===== config.mk =====
export PLATFORM = sky130hd
export DESIGN_NAME = decode
export DESIGN_NICKNAME = d
export VERILOG_FILES = /design/src/procPkg.sv /design/src/decode.sv
export VERILOG_INCLUDE_DIRS = /design/src
export SDC_FILE = /design/constraint.sdc
export NUM_CORES = 1
export LEC_CHECK = 0
export BUFFER_PORTS_ARGS = -buffer_cell sky130_fd_sc_hd__clkbuf_2
export CAP_MARGIN = 30
export CORE_MARGIN = 2
export CORE_UTILIZATION = 50
export CTS_CLUSTER_SIZE = 14
export DETAILED_ROUTE_END_ITERATION = 10
export PLACE_DENSITY = 0.74
export SYNTH_ARGS = -nofsm -noshare
export SYNTH_HDL_FRONTEND = slang
export SYNTH_SLANG_ARGS = --single-unit
export TNS_END_PERCENT = 1

===== constraint.sdc =====
create_clock -name clk -period 7.6 [get_ports clk]
set_clock_uncertainty 0.05 [all_clocks]
set_input_delay 1.14 -clock clk [delete_from_list [all_inputs] [get_ports clk]]
set_output_delay 1.14 -clock clk [all_outputs]
set_load 0.005 [all_outputs]

===== src/proc_config.svh =====
// Sizes shared by the core. Memories are word arrays, so depths are powers of two
// and addresses into them are byte addresses with bit 0 ignored
`ifndef PROC_CONFIG_SVH
`define PROC_CONFIG_SVH

// Data path and instruction word width
`define DATA_W 16

// Register file entries, 3-bit specifiers in the encoding
`define NUM_REGS 8

// Instruction memory, in 16-bit words
`define IMEM_DEPTH 256

// Data memory, in 16-bit words
`define DMEM_DEPTH 256

`endif

===== src/procPkg.sv =====
// Opcode, funct and ALU encodings plus the two decodings of an instruction word.
// Field positions are fixed at a 16-bit instruction
`default_nettype none

package procPkg;

   // Primary opcode in bits [15:11], other codes are illegal
   typedef enum logic [4:0] {
      HALT  = 5'b00000,
      NOP   = 5'b00001,
      ADDI  = 5'b01000,
      SUBI  = 5'b01001,
      XORI  = 5'b01010,
      ANDNI = 5'b01011,
      BEQZ  = 5'b01100,
      BNEZ  = 5'b01101,
      ST    = 5'b10000,
      LD    = 5'b10001,
      RTYPE = 5'b11011
   } opcodeT;

   typedef enum logic [1:0] {ADD, SUB, XOR, ANDN} functT;   // RTYPE only

   // Control to execute
   typedef enum logic [1:0] {ALU_ADD, ALU_SUB, ALU_XOR, ALU_ANDN} aluOpT;

   typedef struct packed {
      opcodeT     opcode;
      logic [2:0] rs;
      logic [2:0] rt;
      logic [2:0] rd;
      functT      funct;
   } rFormatT;

   typedef struct packed {
      opcodeT     opcode;
      logic [2:0] rs;
      logic [2:0] rd;   // Also the store data register
      logic [4:0] imm;  // Signed
   } iFormatT;

   // Same 16 bits, read as R or I format
   typedef union packed {
      rFormatT r;
      iFormatT i;
   } instrT;

endpackage

`default_nettype wire


===== src/decode.sv =====
// Register file and immediate extension. Registers have no reset, so their
// contents are undefined until written. Write enable comes pre-gated from control
`timescale 1ns/1ps
`default_nettype none
`include "proc_config.svh"

module decode (
   input  logic                        clk,
   input  logic                        rstN,
   input  procPkg::instrT              instr,
   input  logic                        regWrite,
   input  logic                        iFormat,
   input  logic [`DATA_W-1:0]          writeback,
   input  logic [$clog2(`NUM_REGS)-1:0] dbgRegAddr,
   output logic [`DATA_W-1:0]          rsVal,
   output logic [`DATA_W-1:0]          rtVal,
   output logic [`DATA_W-1:0]          immExt,
   output logic [`DATA_W-1:0]          dbgRegData
);
   import procPkg::*;

   localparam int RAW = $clog2(`NUM_REGS);
   localparam int IMM_W = 5;

   logic [`DATA_W-1:0] regs [`NUM_REGS];
   logic [RAW-1:0]     rsAddr;
   logic [RAW-1:0]     rtAddr;
   logic [RAW-1:0]     rdAddr;
   logic [IMM_W-1:0]   imm;

   // Source specifiers sit in the same bits for both formats
   assign rsAddr = instr.r.rs;
   assign rtAddr = instr.r.rt;
   assign imm    = instr.i.imm;

   // I format writes [7:5], R format writes [4:2]
   always_comb begin
      if (iFormat)
         rdAddr = instr.i.rd;
      else
         rdAddr = instr.r.rd;
   end

   // Write lands on the executing edge, held off during reset
   always_ff @(posedge clk) begin
      if (rstN && regWrite)
         regs[rdAddr] <= writeback;
   end

   // Async reads, no bypass needed in a single cycle core
   assign rsVal = regs[rsAddr];
   assign rtVal = regs[rtAddr];

   assign immExt = {{(`DATA_W-IMM_W){imm[IMM_W-1]}}, imm};   // Sign extend 5 bits

   assign dbgRegData = regs[dbgRegAddr];   // Debug peek

endmodule

`default_nettype wire


==> impl_metrics.tcl <==
set metrics [dict create \
    status "completed" \
    worstSetupPathType "in2out" \
    cts.htree.levels 4 \
    fin_nets 453 \
    grt-ovfl-total 0 \
    dieArea_mm2 0.0154 \
    cts-buffers-inserted 17 \
    synth_area_leaders "edfxtp_1 (53%), mux4_1 (17%), mux4_2 (16%), mux2_2 (7.7%), buf_4 (1.7%)" \
    cts_resized 0 \
    core_mm2 0.0140 \
    max_slew.worst_pin.slew_ps 967 \
    grt_max_degree 37 \
    leakagePower_uw 0.00291 \
    largest_reg_flops 128 \
    ant_nets 0 \
    critPathRequiredTime_ps 6410 \
    antenna_found_initial 0 \
    gp_congestion 0.755 \
    cts_hold_buf 0 \
    startpoint_type "input pin" \
    synth.largest_area_cell "edfxtp_1" \
    grt_usage_pct 21.8 \
    vias 3931 \
    postSynth.asyncResetShare_pct 0 \
    top_register "regs" \
    yosysSeqAreaShare_pct 53.4 \
    drc_errors 0 \
    clockRootBuffer "clkbuf_16" \
    min_period_ps 4020 \
    post-dp-hpwl_um 10200 \
    holdPathStages 1 \
    whs_ps 947 \
    max_freq_mhz 249 \
    clock_sinks 128 \
    setup_violations 0 \
    fin_crit_sh_pct 52.8 \
    synth_cells 336 \
    clkSlewWorstSetupHoldPaths_ps 50 \
    antennaDiodeCount 0 \
    reg_top3 "regs x128" \
    crit_arrival_ps 2830 \
    num_io_pins 103 \
    power_density_mw_per_mm2 208 \
    drv_cap 0 \
    die_w_um 124 \
    ys.flop_type "edfxtp_1" \
    drive_gt1_share_pct 55.6 \
    tns_ps 0 \
    io_buffers 93 \
    rsz0062_at_grt "false" \
    wl_um 15800 \
    finalPower_uw 1740 \
    viasPerCell 6.49 \
    synth.most_common_cell "edfxtp_1" \
    placed_cell_area_mm2 0.00782 \
    nFillCells 1001 \
    syn_to_final_growth_pct 16.0 \
    hold_path.class "in2reg" \
    postCtsSetupBuffers 0 \
    register_area_mm2 0.00384 \
    synth_common_cells "edfxtp_1 (128), mux4_2 (50), mux2_2 (49)" \
    synth_nets 375 \
    peakVddDrop_uv 131 \
    grt_pass1_vias 3994 \
    netlist_area_mm2 0.00720 \
    dr.pass1.iters 4 \
    grt_pass1_wl_um 23400 \
    drtIter0Drc 343 \
    slew_violations 0 \
    worstSetupEndpointType "primary output" \
    final_cell_area_mm2 0.00835 \
    rows 43 \
    hold_path_end "regs[2][8]" \
    yosysUniqueCellTypes 18 \
    clock_path_buffers 2 \
    slew_headroom_pct 35.6 \
    synth-edff-count 128 \
    multi_input_area_mm2 0.00312 \
    fin_util_pct 59.7 \
    hold_start "writeback[8]" \
    start_util_pct 51.5 \
    cts_tree "built" \
    hold_viol 0 \
    ys_warn_count 0 \
    ys_ff_latch 128 \
    cp_max_fo 32 \
    synth_top_area_share_pct 53.4 \
    avgSynthCellArea_um2 21.4 \
    die_h_um 124 \
    avgRoutedWirePerCell_um 26.1 \
]
==> report_power, final <==
group          switching (uW)  internal [uW]
combinational            93.0            108
sequential               10.0            796
clock                     261            472
==> placed cells by master, fill, tap and decap left out <==
cell type  Yosys  final
edfxtp_1     128    128
mux2_2        49     49
clkinv_2       0      4
mux4_2        50     50
or3_1          1      1
or3b_2         3      3
buf_12         1      1
clkinv_1       0      4
mux2i_1        1      1
nand3b_1       3      3
buf_8          1      1
mux4_1        46     46
clkbuf_2       0     93
bufinv_16      0      2
nand3_1        1      1
buf_4         16      6
buf_16         0      3
clkbuf_16      0     17
a211oi_4       0      8
clkbuf_1       6      4
nand2_1        1      1
==> how the worst max path moves through the flow <==
stage                       start       endpoint  slack, ps  depth (start not counted)
detailed placement       instr[8]       rsVal[6]       3560                          5
global route        dbgRegAddr[0]  dbgRegData[7]       3450                          5
CTS                      instr[8]       rsVal[6]       3560                          5
global placement         instr[5]      rtVal[14]       3320                          4
finish                   instr[8]       rsVal[6]       3580                          5
floorplan                 iFormat     regs[2][0]       4050                          3
==> cell families after synthesis <==
kind of cell,share of synthesized area (%)
AO/OA/AOI/OAI,0.834
flip-flops,53.4
multiplexers,40.2
AND/OR/NAND/NOR,0.886
buffers and inverters,4.67
==> stage by stage <==
step / instances / setup WS (ps)
6_report: 606 / 3580
5_1_grt: 606 / 3450
4_1_cts: 606 / 3560
3_5_place_dp: 575 / 3560
3_3_place_gp: 570 / 3320
2_1_floorplan: 336 / 4050
==> final cells by class <==
class / instances / share of cell area, %
flip-flops and latches: 128 / 46.0
clock buffers: 21 / 5.27
multi-input cells: 163 / 37.4
repair buffers: 104 / 7.52
clock inverters: 10 / 1.14
well taps: 180 / 2.70
==> worst max-delay path: stages <==
cell	delay [ps]
clkbuf_2	80
buf_4	510
mux4_1	640
mux2_2	300
clkbuf_2	120
==> metal layers <==
metal | global-route usage (%) | wire (um) | vias up
li1 | - | - | 1675
met1 | 27.8 | 6100 | 2104
met2 | 37.3 | 8640 | 144
met3 | 4.35 | 915 | 8
met4 | 8.08 | 145 | 0
met5 | 0 | 0 | -
No activity file was read; power rests on OpenSTA's default activity.
