--- config.mk ---
export PLATFORM = sky130hd
export DESIGN_NAME = control
export DESIGN_NICKNAME = d
export VERILOG_FILES = /design/src/proc_config.svh /design/src/procPkg.sv /design/src/control.sv
export SDC_FILE = /design/constraint.sdc
export NUM_CORES = 1
export LEC_CHECK = 0
export BUFFER_PORTS_ARGS = -buffer_cell sky130_fd_sc_hd__clkbuf_2
export CAP_MARGIN = 20
export CORE_AREA = 2 2 39 41
export DETAILED_ROUTE_END_ITERATION = 6
export DIE_AREA = 0 0 41 43
export PLACE_DENSITY = 0.59
export SLEW_MARGIN = 40
export SYNTH_ARGS = -nofsm -noshare
export SYNTH_HDL_FRONTEND = slang
export SYNTH_SLANG_ARGS = --single-unit
--- constraint.sdc ---
create_clock -name vclk -period 2.9
set_input_delay 0.725 -clock vclk [all_inputs]
set_output_delay 0.725 -clock vclk [all_outputs]
set_load 0.01 [all_outputs]
--- src/proc_config.svh ---
// Sizes shared by the core. Memories are word arrays, so depths are powers of two
// and addresses into them are byte addresses with bit 0 ignored
`ifndef PROC_CONFIG_SVH
`define PROC_CONFIG_SVH

// Data path and instruction word width
`define DATA_W 16

// Register file entries, 3-bit specifiers in the encoding
`define NUM_REGS 8

// Instruction memory, in 16-bit words
`define IMEM_DEPTH 256

// Data memory, in 16-bit words
`define DMEM_DEPTH 256

`endif
--- src/procPkg.sv ---
// Opcode, funct and ALU encodings plus the two decodings of an instruction word.
// Field positions are fixed at a 16-bit instruction
`default_nettype none

package procPkg;

   // Primary opcode in bits [15:11], other codes are illegal
   typedef enum logic [4:0] {
      HALT  = 5'b00000,
      NOP   = 5'b00001,
      ADDI  = 5'b01000,
      SUBI  = 5'b01001,
      XORI  = 5'b01010,
      ANDNI = 5'b01011,
      BEQZ  = 5'b01100,
      BNEZ  = 5'b01101,
      ST    = 5'b10000,
      LD    = 5'b10001,
      RTYPE = 5'b11011
   } opcodeT;

   typedef enum logic [1:0] {ADD, SUB, XOR, ANDN} functT;   // RTYPE only

   // Control to execute
   typedef enum logic [1:0] {ALU_ADD, ALU_SUB, ALU_XOR, ALU_ANDN} aluOpT;

   typedef struct packed {
      opcodeT     opcode;
      logic [2:0] rs;
      logic [2:0] rt;
      logic [2:0] rd;
      functT      funct;
   } rFormatT;

   typedef struct packed {
      opcodeT     opcode;
      logic [2:0] rs;
      logic [2:0] rd;   // Also the store data register
      logic [4:0] imm;  // Signed
   } iFormatT;

   // Same 16 bits, read as R or I format
   typedef union packed {
      rFormatT r;
      iFormatT i;
   } instrT;

endpackage

`default_nettype wire

--- src/control.sv ---
// Opcode decode for the single cycle core. All writes and branches are masked
// unless run is high and the core has not halted
`timescale 1ns/1ps
`default_nettype none

module control (
   input  procPkg::instrT instr,
   input  logic           zero,
   input  logic           run,
   input  logic           halted,
   output logic           regWrite,
   output logic           iFormat,
   output procPkg::aluOpT aluOp,
   output logic           aluSrcImm,
   output logic           passRs,
   output logic           memEnable,
   output logic           memWr,
   output logic           memToReg,
   output logic           pcBranch,
   output logic           halt,
   output logic           err
);
   import procPkg::*;

   logic active;
   logic regWriteRaw;
   logic memEnableRaw;
   logic memWrRaw;
   logic branchOp;
   logic branchIfZero;
   logic haltOp;
   logic illegal;

   assign active = run && !halted;

   always_comb begin
      // Defaults behave like NOP
      regWriteRaw  = 1'b0;
      iFormat      = 1'b0;
      aluOp        = ALU_ADD;
      aluSrcImm    = 1'b0;
      passRs       = 1'b0;
      memEnableRaw = 1'b0;
      memWrRaw     = 1'b0;
      memToReg     = 1'b0;
      branchOp     = 1'b0;
      branchIfZero = 1'b0;
      haltOp       = 1'b0;
      illegal      = 1'b0;

      case (instr.r.opcode)
         HALT: haltOp = 1'b1;
         NOP: ;
         RTYPE: begin
            regWriteRaw = 1'b1;
            case (instr.r.funct)
               ADD:     aluOp = ALU_ADD;
               SUB:     aluOp = ALU_SUB;
               XOR:     aluOp = ALU_XOR;
               ANDN:    aluOp = ALU_ANDN;
               default: illegal = 1'b1;   // Unknown funct
            endcase
         end
         ADDI, SUBI, XORI, ANDNI: begin
            regWriteRaw = 1'b1;
            iFormat     = 1'b1;
            aluSrcImm   = 1'b1;
            case (instr.i.opcode)   // Low opcode bits follow funct order
               SUBI:    aluOp = ALU_SUB;
               XORI:    aluOp = ALU_XOR;
               ANDNI:   aluOp = ALU_ANDN;
               default: aluOp = ALU_ADD;
            endcase
         end
         BEQZ, BNEZ: begin
            branchOp     = 1'b1;
            passRs       = 1'b1;   // Zero flag then reflects rs
            branchIfZero = (instr.r.opcode == BEQZ);
         end
         ST: begin
            aluSrcImm    = 1'b1;   // Address is rs + imm
            memEnableRaw = 1'b1;
            memWrRaw     = 1'b1;
         end
         LD: begin
            regWriteRaw  = 1'b1;
            iFormat      = 1'b1;
            aluSrcImm    = 1'b1;
            memEnableRaw = 1'b1;
            memToReg     = 1'b1;
         end
         default: illegal = 1'b1;
      endcase
   end

   // Side effects only while executing
   assign regWrite  = regWriteRaw && active;
   assign memEnable = memEnableRaw && active;
   assign memWr     = memWrRaw && active;
   assign pcBranch  = branchOp && active && (branchIfZero ? zero : !zero);

   assign err  = run && illegal;              // Stays up while PC sits on it
   assign halt = run && (haltOp || illegal);  // Latched by fetch

endmodule

`default_nettype wire

==> reports/qor.csv <==
metric;value;unit
CTS hold repair buffers;0;
layout cell share with drive strength beyond 1;0.519;
worst hold start;instr[0];
RSZ-0062 raised after global routing;no;
pin count of the biggest net entering global routing;15;
I/O pin total;31;
outcome;completed;
main combinational cell family by area after synthesis;simple AND/OR/NAND/NOR gates;
first-pass GRT wire length;1.09;mm
average vias per placed instance;4.67;
initial antenna violation count;0;
Final TNS setup;0;ps
initial drt markers;6;
Fin. Hold Viols;0;
Post-route DRC;0;
crit path capture type;primary output;
syn_nets;55;
Total GRT Usage;0.0809;
Worst slew margin;0.802;
Detailed Route WL;719;um
via count;327;
max cap viols;0;
GR Overflow Total;0;
FF+latch area;0;sq um
sequential element share of the synthesized area;0;
Clock Buffer Count;0;
Port Buf Inserts;22;
share of the synthesized area in the top cell type;0.0995;
Simple-Gate Fraction of Synth Area;0.498;
row count;14;
CP Class;in2out;
Post-Synthesis Cells;36;
Die X;41;um
top cells by area, synth;a21oi_1 (10%), a211oi_1 (9.0%), nor4_4 (8.5%), buf_2 (6.0%), nand2_1 (6.0%);
routability cong.;0.754;
worst-path cell chain;clkbuf_2 > or3b_4 > nor4_4 > clkbuf_2;
Layout Area Growth over Synthesis;42.8;%
Synth Area in Compound Gates;0.363;
Hold Path End;aluOp[0];
Setup violations, final;0;
Max VDD drop;0.0371;mV
Max stage delay on crit path;470;ps
period utilization;0.853;
DIE AREA;0.00176;sq mm
PostCTS Resize Cnt;0;
Crit path required time;2170;ps
worst endpoint data arrival time;1750;ps
WP buf/inv;2;
Total Power;44.4;uW
Post-CTS Setup Repair Bufs;0;
Max FO, Critical Path;10;
diodes inserted;0;
Lkg Pwr;0.000169;uW
Final WS setup;427;ps
layout sequential cell count;0;
synthesized area per cell;6.99;sq um
Core Box Area;0.00138;sq mm
Hold Crit Class;in2out;
Post-Syn Area;251;sq um
max frequency;0.404;GHz
Synthesis Warnings;0;
Final Net Count;75;
Synth Area in Adders;0;
Yosys top cell by area;a21oi_1;
Routed Antenna Nets;0;
Die Height;43;um
post-DP HPWL;580;um
Starting Density;0.182;
CP delay by family, top;simple AND/OR/NAND/NOR gates;
CP most frequent cell;clkbuf_2;
crit path max-delay cell type;or3b_4;
drt pass-1 iters;4;
wire per inst;10.3;um
Max Slew Vio Count;0;
Synth cell types;23;
startpoint types;input pin;
Power Density;124;mW/mm^2
Least-Margin Pin Slew;297;ps
Place WS;428;ps
via count of the first global-routing pass;265;
Hold Path Depth;4;
Synth Area in XOR/XNOR;0.0348;
mux share of post-synthesis cell area;0;
final worst path period need;2470;ps
## where the power goes
part	switching [uW]	internal, uW
Sequential	0	0
Combinational	25.2	19.2
Clock	0	0
Total	25.2	19.2
## metal layers
| layer | GRT usage | wire length, um |
|---|---|---|
| met5 | 0 | 0 |
| met4 | 0 | 0 |
| met3 | 0 | 64 |
| met2 | 0.134 | 311 |
| met1 | 0.120 | 343 |
## cells in the final DEF (no fill, tap or decap), drive strengths merged
| cell type | count |
|---|---|
| xnor2 | 1 |
| nand3 | 1 |
| o31ai | 1 |
| clkbuf | 22 |
| a21o | 2 |
| nor4 | 1 |
| a211oi | 3 |
| o21ai | 2 |
| nor2 | 1 |
| nand3b | 1 |
| or3b | 1 |
| nand2 | 4 |
| nor3 | 1 |
| inv | 1 |
| nand4b | 1 |
| a21oi | 5 |
| a21bo | 1 |
| nor3b | 3 |
| nand2b | 2 |
## worst min-delay path, cell delays in order
cell,delay (ps)
clkbuf_2,80
nand2_1,50
a21oi_1,60
clkbuf_2,120
## area by class of cell
cell class         instances  area (sq um)
well taps                 16          20.0
multi-input cells         31           225
inverters                  1          3.75
fillers                  157          1020
repair buffers            22           110
## synth_stat cells, drive strengths merged
library cell  number
a211oi             3
a21bo              1
a21o               2
a21oi              5
buf                4
inv                1
nand2              4
nand2b             2
nand3              1
nand3b             1
nand4b             1
nor2               1
nor3               1
nor3b              3
nor4               1
o21ai              2
o31ai              1
or3b               1
xnor2              1
## cells by family after synthesis
kind of cell | count (synthesis)
AO/OA/AOI/OAI | 14
XOR/XNOR | 1
buffers and inverters | 5
AND/OR/NAND/NOR | 16
## how the worst max path moves through the flow
stage,from,end,slack (ps),depth (start not counted)
floorplan,instr[14],pcBranch,520,4
global placement,instr[14],memWr,440,4
detailed placement,instr[14],memWr,430,4
CTS,instr[14],memWr,420,4
global route,instr[14],memWr,370,4
finish,instr[14],memWr,430,4
## stage by stage
stage          hold slack, ps  area [sq um]  instances   util
2_1_floorplan            1530           251         36      -
3_3_place_gp             1760           359         70  0.259
5_1_grt                  1790           359         70  0.259
6_report                 1750           359         70  0.259
3_5_place_dp             1760           359         70  0.259
4_1_cts                  1760           359         70  0.259
No activity file was read; power rests on OpenSTA's default activity.
