[src/proc_config.svh]
// Sizes shared by the core. Memories are word arrays, so depths are powers of two
// and addresses into them are byte addresses with bit 0 ignored
`ifndef PROC_CONFIG_SVH
`define PROC_CONFIG_SVH

// Data path and instruction word width
`define DATA_W 16

// Register file entries, 3-bit specifiers in the encoding
`define NUM_REGS 8

// Instruction memory, in 16-bit words
`define IMEM_DEPTH 256

// Data memory, in 16-bit words
`define DMEM_DEPTH 256

`endif
[src/procPkg.sv]
// Opcode, funct and ALU encodings plus the two decodings of an instruction word.
// Field positions are fixed at a 16-bit instruction
`default_nettype none

package procPkg;

   // Primary opcode in bits [15:11], other codes are illegal
   typedef enum logic [4:0] {
      HALT  = 5'b00000,
      NOP   = 5'b00001,
      ADDI  = 5'b01000,
      SUBI  = 5'b01001,
      XORI  = 5'b01010,
      ANDNI = 5'b01011,
      BEQZ  = 5'b01100,
      BNEZ  = 5'b01101,
      ST    = 5'b10000,
      LD    = 5'b10001,
      RTYPE = 5'b11011
   } opcodeT;

   typedef enum logic [1:0] {ADD, SUB, XOR, ANDN} functT;   // RTYPE only

   // Control to execute
   typedef enum logic [1:0] {ALU_ADD, ALU_SUB, ALU_XOR, ALU_ANDN} aluOpT;

   typedef struct packed {
      opcodeT     opcode;
      logic [2:0] rs;
      logic [2:0] rt;
      logic [2:0] rd;
      functT      funct;
   } rFormatT;

   typedef struct packed {
      opcodeT     opcode;
      logic [2:0] rs;
      logic [2:0] rd;   // Also the store data register
      logic [4:0] imm;  // Signed
   } iFormatT;

   // Same 16 bits, read as R or I format
   typedef union packed {
      rFormatT r;
      iFormatT i;
   } instrT;

endpackage

`default_nettype wire

[src/fetch.sv]
// PC and instruction memory. Program writes only land while run is low, and the
// PC freezes on a HALT or illegal word so it stays visible
`timescale 1ns/1ps
`default_nettype none
`include "proc_config.svh"

module fetch (
   input  logic              clk,
   input  logic              rstN,
   input  logic              run,
   input  logic              progWrEn,
   input  logic [`DATA_W-1:0] progAddr,   // Byte address
   input  logic [`DATA_W-1:0] progData,
   input  logic [`DATA_W-1:0] immExt,
   input  logic              pcBranch,
   input  logic              halt,
   output procPkg::instrT    instr,
   output logic [`DATA_W-1:0] pc,
   output logic              halted
);
   import procPkg::*;

   localparam int IAW = $clog2(`IMEM_DEPTH);

   logic [`DATA_W-1:0] imem [`IMEM_DEPTH];   // No reset, loaded by testbench
   logic [`DATA_W-1:0] pcPlus2;
   logic [`DATA_W-1:0] pcNext;

   // Program load port
   always_ff @(posedge clk) begin
      if (progWrEn && !run)
         imem[progAddr[IAW:1]] <= progData;
   end

   assign instr = imem[pc[IAW:1]];   // Combinational fetch

   assign pcPlus2 = pc + `DATA_W'd2;
   assign pcNext  = pcBranch ? pcPlus2 + immExt : pcPlus2;   // Offset from PC+2

   always_ff @(posedge clk or negedge rstN) begin
      if (!rstN) begin
         pc     <= '0;
         halted <= 1'b0;
      end else if (run && !halted) begin
         if (halt)
            halted <= 1'b1;   // Sticky until reset, PC stays on the stop word
         else
            pc <= pcNext;
      end
   end

endmodule

`default_nettype wire

[config.mk]
export PLATFORM = sky130hd
export DESIGN_NAME = fetch
export DESIGN_NICKNAME = d
export VERILOG_FILES = /design/src/procPkg.sv /design/src/fetch.sv
export VERILOG_INCLUDE_DIRS = /design/src
export SDC_FILE = /design/constraint.sdc
export NUM_CORES = 2
export LEC_CHECK = 0
export ABC_AREA = 0
export BUFFER_PORTS_ARGS = -buffer_cell sky130_fd_sc_hd__buf_2
export CORE_MARGIN = 8
export CORE_UTILIZATION = 40
export DETAILED_ROUTE_END_ITERATION = 7
export HOLD_SLACK_MARGIN = 0.05
export PLACE_DENSITY = 0.55
export SLEW_MARGIN = 0
export SYNTH_ARGS = -nofsm -noshare
export SYNTH_HDL_FRONTEND = slang
export SYNTH_SLANG_ARGS = --single-unit
[constraint.sdc]
create_clock -name clk -period 4.3 [get_ports clk]
set_input_delay 0.86 -clock clk [delete_from_list [all_inputs] [get_ports clk]]
set_output_delay 0.86 -clock clk [all_outputs]
set_load 0.05 [all_outputs]
==> results by group <==
Synth
  • Largest family of logic cells by synthesized area: multiplexers
  • Yosys top cell by area: edfxtp_1
  • Post-synth top area share: 77.32%
  • Post-synthesis mux area share: 17.82%
  • Synth Area in XOR/XNOR: 0.1321%
  • Area of the mapped netlist: 159100 sq um
  • Simple-gate share of the synthesized area: 1.515%
  • Adder-Cell Fraction of Synth Area: 0.1620%
  • Mapped Cells: 6838
  • Top FF cell, synth: edfxtp_1
  • Complex-gate fraction of the synthesized area: 1.472%
  • Yosys cell types: 59
  • Syn_area_per_cell: 23.26 sq um
  • Register area share after synthesis: 77.59%
  • Synth Register Bits: 4113
  • Net count after synthesis: 6912
  • EDFF count, synth: 4096
  • Yosys Warn Count: 0
  • Async set or reset register ratio after synthesis: 0.4133%
  • Dominant cells by area after synthesis: edfxtp_1 (77%), mux4_2 (17%), mux2i_1 (0.97%)

Cells and area
  • Fill cells: 32206
  • Layout cells sized above 1: 37.13%
  • Layout area overhead: 18.19%
  • Fin nets: 7919
  • Non-Filler Instances: 13428

Global route
  • Initial antenna violation count: 31
  • Vias in the first global route: 79407
  • GRT overflow: 0
  • First-pass GRT wire length: 628100 um
  • Pin count of the biggest net entering global routing: 145
  • GRT Overall Usage: 21.23%

Critical path
  • Crit-path max FO: 6
  • CP bufs+invs: 6
  • FF-to-FF setup slack: 0.19 ns
  • Worst EP required: 3.44 ns
  • Crit path DAT: 4.78 ns
  • Element type at the critical path start: register
  • CP Class: reg -> out
  • Worst path slowest cell: mux4_2
  • Critical Path Most Common Cell: mux4_2
  • Worst path cell trace: buf_12 > buf_16 > buf_12 > buf_16 > buf_12 > mux4_2 > mux4_2 > mux4_2 > mux4_2 > buf_8
  • Largest delay contributor family on the critical path: multiplexers
  • Worst path max stage delay: 0.69 ns
  • Setup crit end kind: output port

Route
  • Vias/cell: 5.828
  • Antenna Violating Nets Remaining: 0
  • Pre-antenna DRT Iters: 6
  • DR WL/cell: 33.80 um
  • DR vias: 78264
  • Iteration-0 DRC Markers: 9603
  • WL final: 453800 um
  • DRC viols: 0

Floorplan
  • Num ports: 87
  • Core area: 396000 sq um
  • Die W: 646.6 um
  • Num rows: 231
  • Initial core utilization: 40.17%
  • Die area: 418100 sq um
  • DIE HEIGHT: 646.6 um

Clocking
  • Clock-pin transition on the worst setup and hold timing paths: 0.06 ns
  • Root Buffer Master: clkbuf_16
  • Clock Latency Late Sink: 0.99 ns
  • H-Tree Depth: 5
  • CTS buffer count: 417
  • Clock Sinks: 4113
  • CTS tree: built
  • Longest Clk Path Bufs: 4

Status
  • Failing checks: negative setup slack
  • Outcome: complete, but fails checks

Timing
  • Final worst path period share: 131.1%
  • Fin crit period: 5.636 ns
  • Final Slew Violations: 0
  • Clock skew: 0.02391 ns
  • Setup TNS: -19.60 ns
  • Worst slew pin tran: 1.313 ns
  • Hold Vio Cnt, Final: 0
  • Rel. slew slack: 12.45%
  • RSZ-0062 raised after global routing: yes
  • Setup violations, final: 16
  • Setup ws final: -1.336 ns
  • F_max: 177.4 MHz

Pwr
  • Leakage: 58.63 nW
  • Power per Cell Area: 545.7 nW/um^2
  • VDD IR max: 0.4183 mV

Place
  • Port bufs: 78
  • Placed Cells: 12596
  • GPL Wtd Cong: 0.8807
  • DP HPWL: 275700 um

Flow run
  • Max-cap violation count: 0

Worst hold path
  • Hold Crit Class: in -> reg
[path summary, 6_finish.rpt]
kind                            startpoint        to  cells after the start
worst min register to register      halted    halted                      1
worst max register to register       pc[5]    pc[15]                     13
min in group asynchronous             rstN    pc[15]                      2
worst min-delay path                   run    halted                      2
worst max-delay path                 pc[1]  instr[8]                     10
max in group asynchronous             rstN     pc[4]                      2
[final cells by class]
| type | instances | area (sq um) | share of cell area, % |
|---|---|---|---|
| inverters | 11 | 58.81 | 0.03128 |
| repair buffers | 982 | 10120 | 5.385 |
| well taps | 5242 | 6559 | 3.489 |
| flip-flops and latches | 4113 | 123400 | 65.66 |
| diodes | 12 | 30.03 | 0.01597 |
| multi-input cells | 2320 | 34540 | 18.37 |
| clock inverters | 242 | 2440 | 1.298 |
| clock buffers | 506 | 10810 | 5.751 |
[flip-flops by register name, summed over array words and instances, names as in the netlist]
register,flops
imem,4096
pc,16
halted,1
[cells by family (layout without fill, tap and decap cells)]
logic type                 Yosys count  in the layout
xor gates and xnor gates            24             24
buffers and inverters              405           1741
other                                0             12
adders and majority gates           20             20
and+or+nand+nor                    576            576
AOI/OAI and AO/OA                  351            351
DFF                               4113           4113
muxes                             1349           1349
[cells in the mapped netlist, drive strengths merged (9+ instances only)]
| master | count |
|---|---|
| a211oi | 10 |
| nand3 | 51 |
| inv | 10 |
| xnor2 | 17 |
| edfxtp | 4096 |
| nor2b | 17 |
| o221ai | 56 |
| o31ai | 10 |
| mux4 | 1185 |
| ha | 19 |
| nor2 | 308 |
| mux2 | 10 |
| and3 | 9 |
| o21ai | 63 |
| nor3 | 24 |
| o22ai | 37 |
| a221oi | 12 |
| clkbuf | 160 |
| dfrtp | 17 |
| a22oi | 10 |
| a31oi | 18 |
| a21oi | 83 |
| buf | 234 |
| nand2 | 132 |
| nand4 | 11 |
| mux2i | 154 |
[through the flow]
| stage | instance area (sq um) | util [%] | worst slack [ns] | hold WS (ns) | power, mW |
|---|---|---|---|---|---|
| after floorplan | 159100 | - | 0.04169 | 0.5644 | 56.81 |
| after global placement | 172900 | 43.67 | -1.228 | 0.4586 | 66.52 |
| after detailed placement | 172900 | 43.67 | -1.279 | 0.5084 | 66.58 |
| after CTS | 187400 | 47.33 | -1.422 | 0.07896 | 102.9 |
| after global routing | 188000 | 47.48 | -1.380 | 0.1341 | 105.5 |
| final | 188000 | 47.48 | -1.336 | 0.1607 | 102.6 |
[worst register-to-register path, stage by stage (launching register included)]
cell and delay (ns):
dfrtp_4 0.49, inv_6 0.11, nor2_2 0.78, buf_4 0.36
nand4_1 0.24, nor2_1 0.23, buf_4 0.15, xor2_1 0.24
ha_1 0.32, and3_1 0.17, a31oi_1 0.26, a21oi_2 0.15
xnor2_1 0.16, o311ai_0 0.32
[where the power goes]
| part | leakage, nW | switching (mW) | total [mW] | internal [mW] |
|---|---|---|---|---|
| logic | 15.2 | 12.6 | 22.8 | 10.2 |
| registers | 37.0 | 0.110 | 44.3 | 44.2 |
| clock network | 6.45 | 15.3 | 35.5 | 20.2 |
[layout by cell type, fill, tap and decap left out, drive strengths merged, types with 63 or more instances in the layout]
cell type and n:
o21ai 63, nor2 308, clkinv 178, clkbuf 524, mux4 1185, a21oi 83
mux2i 154, nand2 132, edfxtp 4096, buf 961
[timing repair]
item,CTS,global route
setup buffers,41,24
hold endpoints to repair,18,0
pin swaps,6,12
gates resized for setup,125,83
cloned,8,8
endpoints found under the setup margin,16,19
hold buffers,2,0
[metal layers]
layer / routed length [um] / global-route usage [%]
met5: 25 / 0
met3: 34670 / 3.249
met1: 185900 / 29.87
met4: 16630 / 6.876
met2: 216600 / 34.25
Power figures use the tool's default switching activity.
