==> src/proc_config.svh <==
// Sizes shared by the core. Memories are word arrays, so depths are powers of two
// and addresses into them are byte addresses with bit 0 ignored
`ifndef PROC_CONFIG_SVH
`define PROC_CONFIG_SVH

// Data path and instruction word width
`define DATA_W 16

// Register file entries, 3-bit specifiers in the encoding
`define NUM_REGS 8

// Instruction memory, in 16-bit words
`define IMEM_DEPTH 256

// Data memory, in 16-bit words
`define DMEM_DEPTH 256

`endif
==> src/procPkg.sv <==
// Opcode, funct and ALU encodings plus the two decodings of an instruction word.
// Field positions are fixed at a 16-bit instruction
`default_nettype none

package procPkg;

   // Primary opcode in bits [15:11], other codes are illegal
   typedef enum logic [4:0] {
      HALT  = 5'b00000,
      NOP   = 5'b00001,
      ADDI  = 5'b01000,
      SUBI  = 5'b01001,
      XORI  = 5'b01010,
      ANDNI = 5'b01011,
      BEQZ  = 5'b01100,
      BNEZ  = 5'b01101,
      ST    = 5'b10000,
      LD    = 5'b10001,
      RTYPE = 5'b11011
   } opcodeT;

   typedef enum logic [1:0] {ADD, SUB, XOR, ANDN} functT;   // RTYPE only

   // Control to execute
   typedef enum logic [1:0] {ALU_ADD, ALU_SUB, ALU_XOR, ALU_ANDN} aluOpT;

   typedef struct packed {
      opcodeT     opcode;
      logic [2:0] rs;
      logic [2:0] rt;
      logic [2:0] rd;
      functT      funct;
   } rFormatT;

   typedef struct packed {
      opcodeT     opcode;
      logic [2:0] rs;
      logic [2:0] rd;   // Also the store data register
      logic [4:0] imm;  // Signed
   } iFormatT;

   // Same 16 bits, read as R or I format
   typedef union packed {
      rFormatT r;
      iFormatT i;
   } instrT;

endpackage

`default_nettype wire

==> src/execute.sv <==
// Two-operand ALU. Branches pass rs through so zero tests the register itself.
// No carry or overflow flags
`timescale 1ns/1ps
`default_nettype none
`include "proc_config.svh"

module execute (
   input  logic [`DATA_W-1:0] rsVal,
   input  logic [`DATA_W-1:0] rtVal,
   input  logic [`DATA_W-1:0] immExt,
   input  procPkg::aluOpT     aluOp,
   input  logic               aluSrcImm,
   input  logic               passRs,
   output logic [`DATA_W-1:0] aluOut,
   output logic               zero
);
   import procPkg::*;

   logic [`DATA_W-1:0] opB;
   logic [`DATA_W-1:0] result;

   assign opB = aluSrcImm ? immExt : rtVal;   // I format uses the immediate

   always_comb begin
      case (aluOp)
         ALU_ADD:  result = rsVal + opB;
         ALU_SUB:  result = rsVal - opB;   // rs minus operand
         ALU_XOR:  result = rsVal ^ opB;
         ALU_ANDN: result = rsVal & ~opB;
         default:  result = '0;
      endcase
   end

   assign aluOut = passRs ? rsVal : result;
   assign zero   = (aluOut == '0);   // Only consumed for branches

endmodule

`default_nettype wire

==> config.mk <==
export PLATFORM = sky130hd
export DESIGN_NAME = execute
export DESIGN_NICKNAME = d
export VERILOG_FILES = /design/src/procPkg.sv /design/src/execute.sv
export VERILOG_INCLUDE_DIRS = /design/src
export SDC_FILE = /design/constraint.sdc
export NUM_CORES = 1
export LEC_CHECK = 0
export BUFFER_PORTS_ARGS = -buffer_cell sky130_fd_sc_hd__buf_2
export CAP_MARGIN = 5
export CORE_MARGIN = 1
export CORE_UTILIZATION = 45
export DETAILED_ROUTE_END_ITERATION = 10
export PLACE_DENSITY_LB_ADDON = 0.3
export SLEW_MARGIN = 5
export SYNTH_ARGS = -nofsm -noshare
export SYNTH_HDL_FRONTEND = slang
export SYNTH_SLANG_ARGS = --single-unit
==> constraint.sdc <==
create_clock -name vclk -period 13
set_clock_uncertainty 0.05 [all_clocks]
set_input_delay 0 -clock vclk [all_inputs]
set_output_delay 0 -clock vclk [all_outputs]
set_load 0.02 [all_outputs]
==> impl_results.md, run 1 <==
* Diode count at 0
* Number of clock buffers in the layout at 0
* Global-route wire length before repair at 9460 um
* Detailed-route wire length per cell at 14.1 um
* DP Cell Count at around 400
* Number of hold buffers added after cts at 0
* Core Footprint at ~4400 sq um
* Setup repair bufs after CTS at 0
* Status: finished, final reports clean
* Post-synthesis net count at about 380
* Number of gates given a new drive strength after cts at 0
* Final sum of negative setup slack at 0 ns
* Commonest non-fill, non-tap cell in the layout: buf_2
* Proportion of netlist area held by the largest area contributor at 0.198
* Worst slew margin relative to its limit at 0.594
* Number of max-cap violations at 0
* Reg power frac at 0
* Total Routing Usage GR at 0.231
* Finished Cell Area at 2390 sq um
* Core Rows at 24
* Post-synthesis area per instance at ~7.0 sq um
* Min Tclk post-route at 4.33 ns
* PD cells at 58.6 nW/um^2
* Worst Path Required at approximately 13 ns
* Clock Power Share at 0
* Actual transition at the worst max-transition pin at roughly 0.60 ns
* Maximum number of pins on one net before global-route repair at 28
* DRT antenna net count at 0
* Hold Crit Class: in2out
* Number of remaining DRC errors at 0
* Vias in the first global route at 2,005
* Crit-path max cell delay at around 0.48 ns
* Crit-path leading delay family: simple AND/OR/NAND/NOR gates
* Post-synth cell types at slightly above 50
* Setup repair after global routing missed its margin: no
* Biggest area consumer among synthesized cells: ha_1
* Post-Syn Area at approximately 2000 sq um
* Proportion of synthesized chip area in sequential cells at 0
* Commonest cells after routing, fill and taps aside: buf_2, ha_1, nand2_1, mux2i_1, nor2_1
* Share of the clock period used by the worst path at 0.333
* Reported net switching power at ~83 uW
* Initial core utilization at 0.465
* Biggest area contributors in the synthesized netlist: ha_1, mux2i_1, xnor2_1
* Maximum vdd ir drop at between 0.02 and 0.025 mV
* CP Cell Sequence: buf_2, mux2i_1, ha_1, o211ai_1, nand2_1, nand2_1, a21oi_1, xnor2_1, ha_1, and3_1, a221oi_1, o211ai_1, xnor2_1, o221ai_1, or3_1, or4_1, nor4b_2, buf_2
* F_max at 231 MHz
* Layout cells sized above 1 at 0.210
* Post-layout nets at 434
* Yosys synthesis warning count at 0
* Final number of hold-violating endpoints at 0
* Maximum fanout along the worst path at 27
* Area Growth Syn to Fin at 17.9%
* First-pass iteration count of the detailed router at 4
* Pins over their slew limit at 0
* I/O pin total at 69
* Critical path buffer and inverter count at 2
* Antenna violations before repair at 0
* Critical-path top delay cell: buf_2
* Floorplan die area at around 4800 sq um
* Routability congestion estimate from global placement at roughly 0.95
* Cell Int Power at roughly 57 uW
* Total number of sequential cells at 0
* Fin Hold WS at about 0.36 ns
* Final setup fails at 0
* Remaining global-route overflow at 0
* Vias per std cell at slightly below 6
* Non-filler instance count after layout at 399
* Kind of end point of the critical path: output port
* FF+latch area at 0 sq um
* Vert. Die Dim at 69.1 um
* Count of mapped cells out of synthesis at 290
* Number of port buffers at 69
* Sw frac at 0.591
* Setup CP Type: in2out
* Leakage component of the power at approximately 0.0011 uW
* Placement-stage cell area at 2390 sq um
* Signal arrival time at the worst endpoint at about 4.3 ns
* Die X at 69.1 um
* 1st-iter DRT viols at 208
* Critical Path Start Type: primary input
* Post-DP HPWL at between 4000 and 5000 um
* Post-detailed-routing wire length at ~5600 um
* Share of total power in combinational logic at 1.000
* DR vias at between 2,000 and 2,500
cells by family after synthesis:
kind of cell             share of synthesized area
AND/OR/NAND/NOR                              0.245
adder cells (fa/ha/maj)                      0.208
buffers and inverters                       0.0550
multiplexers                                 0.124
XOR/XNOR                                    0.0908
AO/OA/AOI/OAI                                0.278
layer usage:
| layer | up-vias | global-route usage | part of all wire |
|---|---|---|---|
| met2 | 63 | 0.369 | 0.44 |
| met5 | - | 0 | 0 |
| met1 | 1045 | 0.354 | 0.50 |
| li1 | 1207 | - | - |
| met4 | 0 | 0.0181 | 0.0069 |
| met3 | 2 | 0.00877 | 0.051 |
cells in the mapped netlist (6+ instances only):
cell type and instances:
inv_1 16, o21ai_0 20, nor3_1 9, nor2b_1 6, nand2_1 29, xnor2_1 13
clkbuf_1 8, o21a_1 6, mux2i_1 25, nor2_1 21, ha_1 32, xor2_1 8
a21oi_1 16, o211ai_1 7
final timing paths:
path,cells after the start,end,slack [ns],startpoint
hold / removal,4,aluOut[3],0.36,rsVal[3]
setup / recovery,18,zero,8.67,aluSrcImm
stage by stage:
step / setup WS [ns] / util / total power (uW)
3_5_place_dp: 8.66 / 0.549 / 138
5_1_grt: 8.30 / 0.549 / 155
2_1_floorplan: 8.05 / - / 101
6_report: 8.67 / 0.549 / 140
4_1_cts: 8.65 / 0.549 / 139
3_3_place_gp: 8.77 / 0.549 / 136
power groups by stage:
stage	clock network (uW)	logic (uW)	registers, uW
after CTS	0	139	0
after global placement	0	136	0
final	0	140	0
after detailed placement	0	138	0
after floorplan	0	101	0
after global routing	0	155	0
cell type report:
class	count	area [sq um]
multi-input cells	261	1910
fillers	421	1970
repair buffers	69	345
well taps	52	65.1
inverters	17	63.8
(Power assumes the default switching activity.)
==> inputs of run 2 (changes only) <==
ABC_AREA = 1   (was not set)
clock period = 4.4 ns   (was 13 ns; I/O delays follow)
==> run 2 against run 1 <==
Combinational power rose to 3.2 times the previous value. Hold slack better by 0.0078 ns. Sequential cell count unchanged. Via count up 24%. Total power rose to 3.2 times the previous value. Area after synthesis up 15%. Global-route usage up 1.3 points. Non-clock buffer count up 1. Critical path depth up 7. Core utilization up 0.40 points. Critical endpoint unchanged.
==> impl_results.md, run 2 <==
* Layout cells sized above 1 at 0.204
* FF+latch area at 0 sq um
* Post-Syn Area at 2320 sq um
* Floorplan die area at about 5400 sq um
* Vert. Die Dim at around 74 um
* Total power draw at approximately 450 uW
* Commonest non-fill, non-tap cell in the layout: nand2_1
* Maximum number of pins on one net before global-route repair at 28
* Number of gates given a new drive strength after cts at 0
* Most common cell in the netlist: nand2_1
* Commonest cells after routing, fill and taps aside: nand2_1, inv_1, buf_2, nor2_1, nand3_1
* Actual transition at the worst max-transition pin at about 0.62 ns
* Detailed-route wire length per cell at between 10 and 15 um
* F_max at approximately 270 MHz
* Worst slew margin relative to its limit at 0.584
* Post-layout nets at slightly below 600
* Reg power frac at 0
* Critical Path Start Type: primary input
* Setup repair after global routing missed its margin: no
* Vias per std cell at approximately 5.1
* Fin Hold WS at ~0.36 ns
* Share of total power in combinational logic at 1.000
* Number of remaining DRC errors at 0
* Clock Power Share at 0
* Count of mapped cells out of synthesis at roughly 440
* Antenna violations before repair at 0
* Final number of hold-violating endpoints at 0
* Multiplexer area fraction after synthesis at 0.00431
* Biggest area consumer among synthesized cells: nand2_1
* Setup repair bufs after CTS at 0
* Cell Int Power at about 160 uW
* Final setup slack of the worst path at 0.665 ns
* Total Routing Usage GR at 0.245
* Post-synthesis area per instance at 5.32 sq um
* Proportion of synthesized chip area in sequential cells at 0
* PD cells at around 170 nW/um^2
* 1st-iter DRT viols at ~150
* Worst Path Required at around 4.4 ns
* Setup CP Type: in2out
* Min Tclk post-route at 3.74 ns
* Post-synthesis net count at around 520
* Yosys synthesis warning count at 0
* Die X at around 74 um
* Fraction of the mapped netlist area in compound gates at 0.170
* Synthesized-area fraction occupied by and/or/nand/nor cells at 0.433
* Fraction of synthesized cell area in xor and xnor cells at 0.0566
* DR vias at 2,870
* Reported net switching power at 284 uW
* Total number of sequential cells at 0
* Final sum of negative setup slack at 0 ns
* Pre-CTS WS at 0.708 ns
* Global-route wire length before repair at 10,800 um
* Proportion of netlist area held by the largest area contributor at 0.214
* Sw frac at 0.638
* Share of the clock period used by the worst path at 0.849
* DRT antenna net count at 0
* Number of clock buffers in the layout at 0
* Kind of end point of the critical path: output port
* Biggest area contributors in the synthesized netlist: nand2_1, ha_1, inv_1
* Core Footprint at between 4000 and 5000 sq um
* Final setup fails at 0
* Maximum fanout along the worst path at 27
* I/O pin total at just under 70
* Pins over their slew limit at 0
* Maximum vdd ir drop at ~0.074 mV
* Signal arrival time at the worst endpoint at between 3 and 4 ns
* Core Rows at 25
* Remaining global-route overflow at 0
* Post-detailed-routing wire length at approximately 6400 um
* Number of max-cap violations at 0
* Largest family of logic cells by synthesized area: simple AND/OR/NAND/NOR gates
* Hold Crit Class: in2out
* Leakage component of the power at roughly 0.0016 uW
* Most instantiated cells after synthesis: nand2_1, inv_1, nor2_1
* Launch point of the worst path: aluSrcImm
* First-pass iteration count of the detailed router at 6
* Termination of the worst setup path: zero
* DP Cell Count at around 560
* Post-DP HPWL at roughly 5500 um
* Post-Synth Adder-Cell Area at 0.181
* Area Growth Syn to Fin at 15.5%
* Number of port buffers at 69
* Status: finished, final reports clean
* Vias in the first global route at between 2,000 and 2,500
* Non-filler instance count after layout at 562
* Number of hold buffers added after cts at 0
* Diode count at 0
* Routability congestion estimate from global placement at ~0.94
* Post-synth cell types at 30
* Initial core utilization at 0.478
[run 2: cell count changes in the layout (fill, tap and decap cells not counted), sizes merged, moves of 6 or more]
cell and delta:
nor2b -6, inv +59, xnor2 -7, nor2 +21, o21a -6, a21oi +8
nor3 -7, mux2i -24, or2 +9, nand3 +30, o21ai +13, nand2 +107
o211ai -7
[run 2: how the worst min path moves through the flow]
stage	start	end	slack (ns)	cells past startpoint
finish	rsVal[13]	aluOut[13]	0.36	4
global route	rsVal[6]	aluOut[6]	0.41	4
CTS	rsVal[13]	aluOut[13]	0.37	4
detailed placement	rsVal[13]	aluOut[13]	0.36	4
global placement	rsVal[13]	aluOut[13]	0.37	4
floorplan	rsVal[5]	aluOut[5]	0.14	2
[run 2: critical path, stage by stage]
cell	delay, ns
buf_2	0.46
inv_2	0.14
nand2_1	0.09
nand2_1	0.10
inv_1	0.11
ha_1	0.17
inv_1	0.04
nor2_1	0.15
nand3_1	0.11
nor2_1	0.10
nand2_1	0.08
o21ai_1	0.25
xnor2_1	0.15
ha_1	0.30
a21oi_1	0.18
a21boi_0	0.25
nand3_1	0.13
a21oi_1	0.21
nand3_1	0.10
nand3_1	0.09
nand2_1	0.06
nand2_1	0.07
nand2_1	0.05
nor2_1	0.09
buf_2	0.16
[run 2: area by class of cell]
cell class	instances	area [sq um]
Timing Repair Buffer	70	353
Tap cell	67	83.8
Fill cell	494	2170
Inverter	75	282
Multi-Input combinational cell	350	1960
[run 2: logic make-up after synthesis]
group | after synthesis
buf+inv | 86
compound gates | 65
fa+ha+maj | 33
mux | 1
simple gates | 236
xor+xnor | 15
[run 2: through the flow]
stage,instance area [sq um],utilization
finish,2680,0.553
global route,2680,0.553
CTS,2680,0.553
detailed placement,2680,0.553
global placement,2680,0.553
floorplan,2320,-
[run 2: power by group through the flow]
stage               sequential [uW]  combinational (uW)  clock, uW
floorplan                         0                 327          0
global placement                  0                 430          0
detailed placement                0                 439          0
CTS                               0                 441          0
global route                      0                 508          0
finish                            0                 445          0
[run 2: metal layers]
metal / vias up / track usage / part of all wire
met4: 0 / 0.0427 / 0.0086
met3: 8 / 0.00686 / 0.059
li1: 1510 / - / -
met5: - / 0 / 0
met1: 1245 / 0.350 / 0.48
met2: 107 / 0.411 / 0.45
==> inputs of run 3 (changes only) <==
clock period = 3.25 ns   (was 4.4 ns; I/O delays follow)
==> run 3 against run 2 <==
Non-clock buffer count is 9 higher. Combinational power rose by 48%. Total power increased by 48%. Critical path type unchanged.
==> impl_results.md, run 3 (synthesized netlist as in run 2, its figures left out) <==
* Status: finished, final reports clean
* Final number of hold-violating endpoints at 0
* Routability congestion estimate from global placement at 0.954
* Worst slew margin relative to its limit at 0.578
* Post-detailed-routing wire length at approximately 7000 um
* Multi-input gate area at ~2000 sq um
* 1st-iter DRT viols at approximately 180
* Post-DP HPWL at around 5600 um
* FF+latch area at 0 sq um
* Number of hold buffers added after cts at 0
* Global-route wire length before repair at between 10,000 and 15,000 um
* Number of clock buffers in the layout at 0
* Maximum vdd ir drop at 0.0924 mV
* Core Footprint at approximately 4800 sq um
* Vias in the first global route at approximately 2,600
* Vert. Die Dim at approximately 74 um
* Area Growth Syn to Fin at 23.1%
* Core Rows at 25
* Setup CP Type: in2out
* Vias per std cell at approximately 5.2
* Initial core utilization at 0.478
* Signal arrival time at the worst endpoint at between 3 and 4 ns
* F_max at 322 MHz
* Floorplan die area at approximately 5400 sq um
* Commonest cells after routing, fill and taps aside: nand2_1, inv_1, buf_2, nor2_1, nand3_1
* Critical Path Start Type: primary input
* Maximum number of pins on one net before global-route repair at 25
* I/O pin total at 69
* Pre-CTS WS at about 0.0097 ns
* Actual transition at the worst max-transition pin at around 0.63 ns
* Number of remaining DRC errors at 0
* Final setup slack of the worst path at about 0.14 ns
* Final sum of negative setup slack at 0 ns
* Pins over their slew limit at 0
* Hold Crit Class: in2out
* Count of fill cells added during filler insertion at roughly 500
* Placement-stage cell area at roughly 2700 sq um
* Layout cells sized above 1 at 0.262
* Leakage component of the power at ~0.0017 uW
* Min Tclk post-route at approximately 3.1 ns
* Total Routing Usage GR at 0.253
* DRT antenna net count at 0
* Kind of end point of the critical path: output port
* Total number of sequential cells at 0
* Maximum fanout along the worst path at 5
* Antenna violations before repair at 0
* Non-filler instance count after layout at 571
* PD cells at 231 nW/um^2
* Number of max-cap violations at 0
* Detailed-route wire length per cell at roughly 12 um
* DR vias at 2,953
* First-pass iteration count of the detailed router at 5
* Final setup fails at 0
* Finished Cell Area at around 2900 sq um
* Die X at between 70 and 80 um
* Post-layout nets at 591
* Remaining global-route overflow at 0
* Diode count at 0
* Commonest non-fill, non-tap cell in the layout: nand2_1
* Worst Path Required at between 3 and 4 ns
* DP Cell Count at between 500 and 600
* Share of the clock period used by the worst path at 0.956
* Number of port buffers at slightly below 70
[run 3: per-stage QoR]
step	hold slack [ns]	power [uW]	utilization
after floorplan	0.137	443	-
after global placement	0.373	586	0.559
after detailed placement	0.376	601	0.559
after CTS	0.377	604	0.559
after global routing	0.400	735	0.589
final	0.350	660	0.589
[run 3: area by class of cell]
class	instances	share of cell area
Inverter	75	0.100
Multi-Input combinational cell	350	0.721
Tap cell	67	0.0293
Timing Repair Buffer	79	0.149
[run 3: what timing repair did]
action	4_1_cts	5_1_grt
gates resized for setup	1	32
setup buffers	0	5
cloned	0	0
pin swaps	0	11
endpoints found under the setup margin	1	5
endpoints found under the hold margin	0	0
[run 3: final timing paths]
| path | slack (ns) | endpoint | cells past startpoint | startpoint |
|---|---|---|---|---|
| hold / removal | 0.35 | aluOut[13] | 4 | rsVal[13] |
| setup / recovery | 0.14 | zero | 26 | aluSrcImm |
[run 3: critical path, stage by stage]
cell,delay [ns]
buf_4,0.14
inv_6,0.07
nand2_2,0.06
o21ai_4,0.08
ha_2,0.22
inv_1,0.05
nor2_2,0.11
nand3_2,0.09
nor2_2,0.13
nand2_2,0.09
o21ai_4,0.21
xnor2_1,0.11
ha_1,0.36
nand2_1,0.15
nor2_1,0.17
nand3_1,0.14
nand3_1,0.16
nand2_1,0.07
nand3_1,0.08
nand2_1,0.06
nand2_1,0.07
nand2_1,0.05
inv_1,0.05
nand4_1,0.08
nor2_1,0.12
buf_4,0.14
[run 3: power by group]
| part | internal, uW | total, uW | switching [uW] |
|---|---|---|---|
| sequential | 0 | 0 | 0 |
| combinational | 243 | 660 | 416 |
| clock | 0 | 0 | 0 |
[run 3: metal layers]
metal,share of wire,up-vias,GRT usage
met4,0.014,0,0.0406
met2,0.48,109,0.441
met5,0,-,0
met1,0.46,1308,0.351
met3,0.048,14,0.00686
li1,-,1522,-
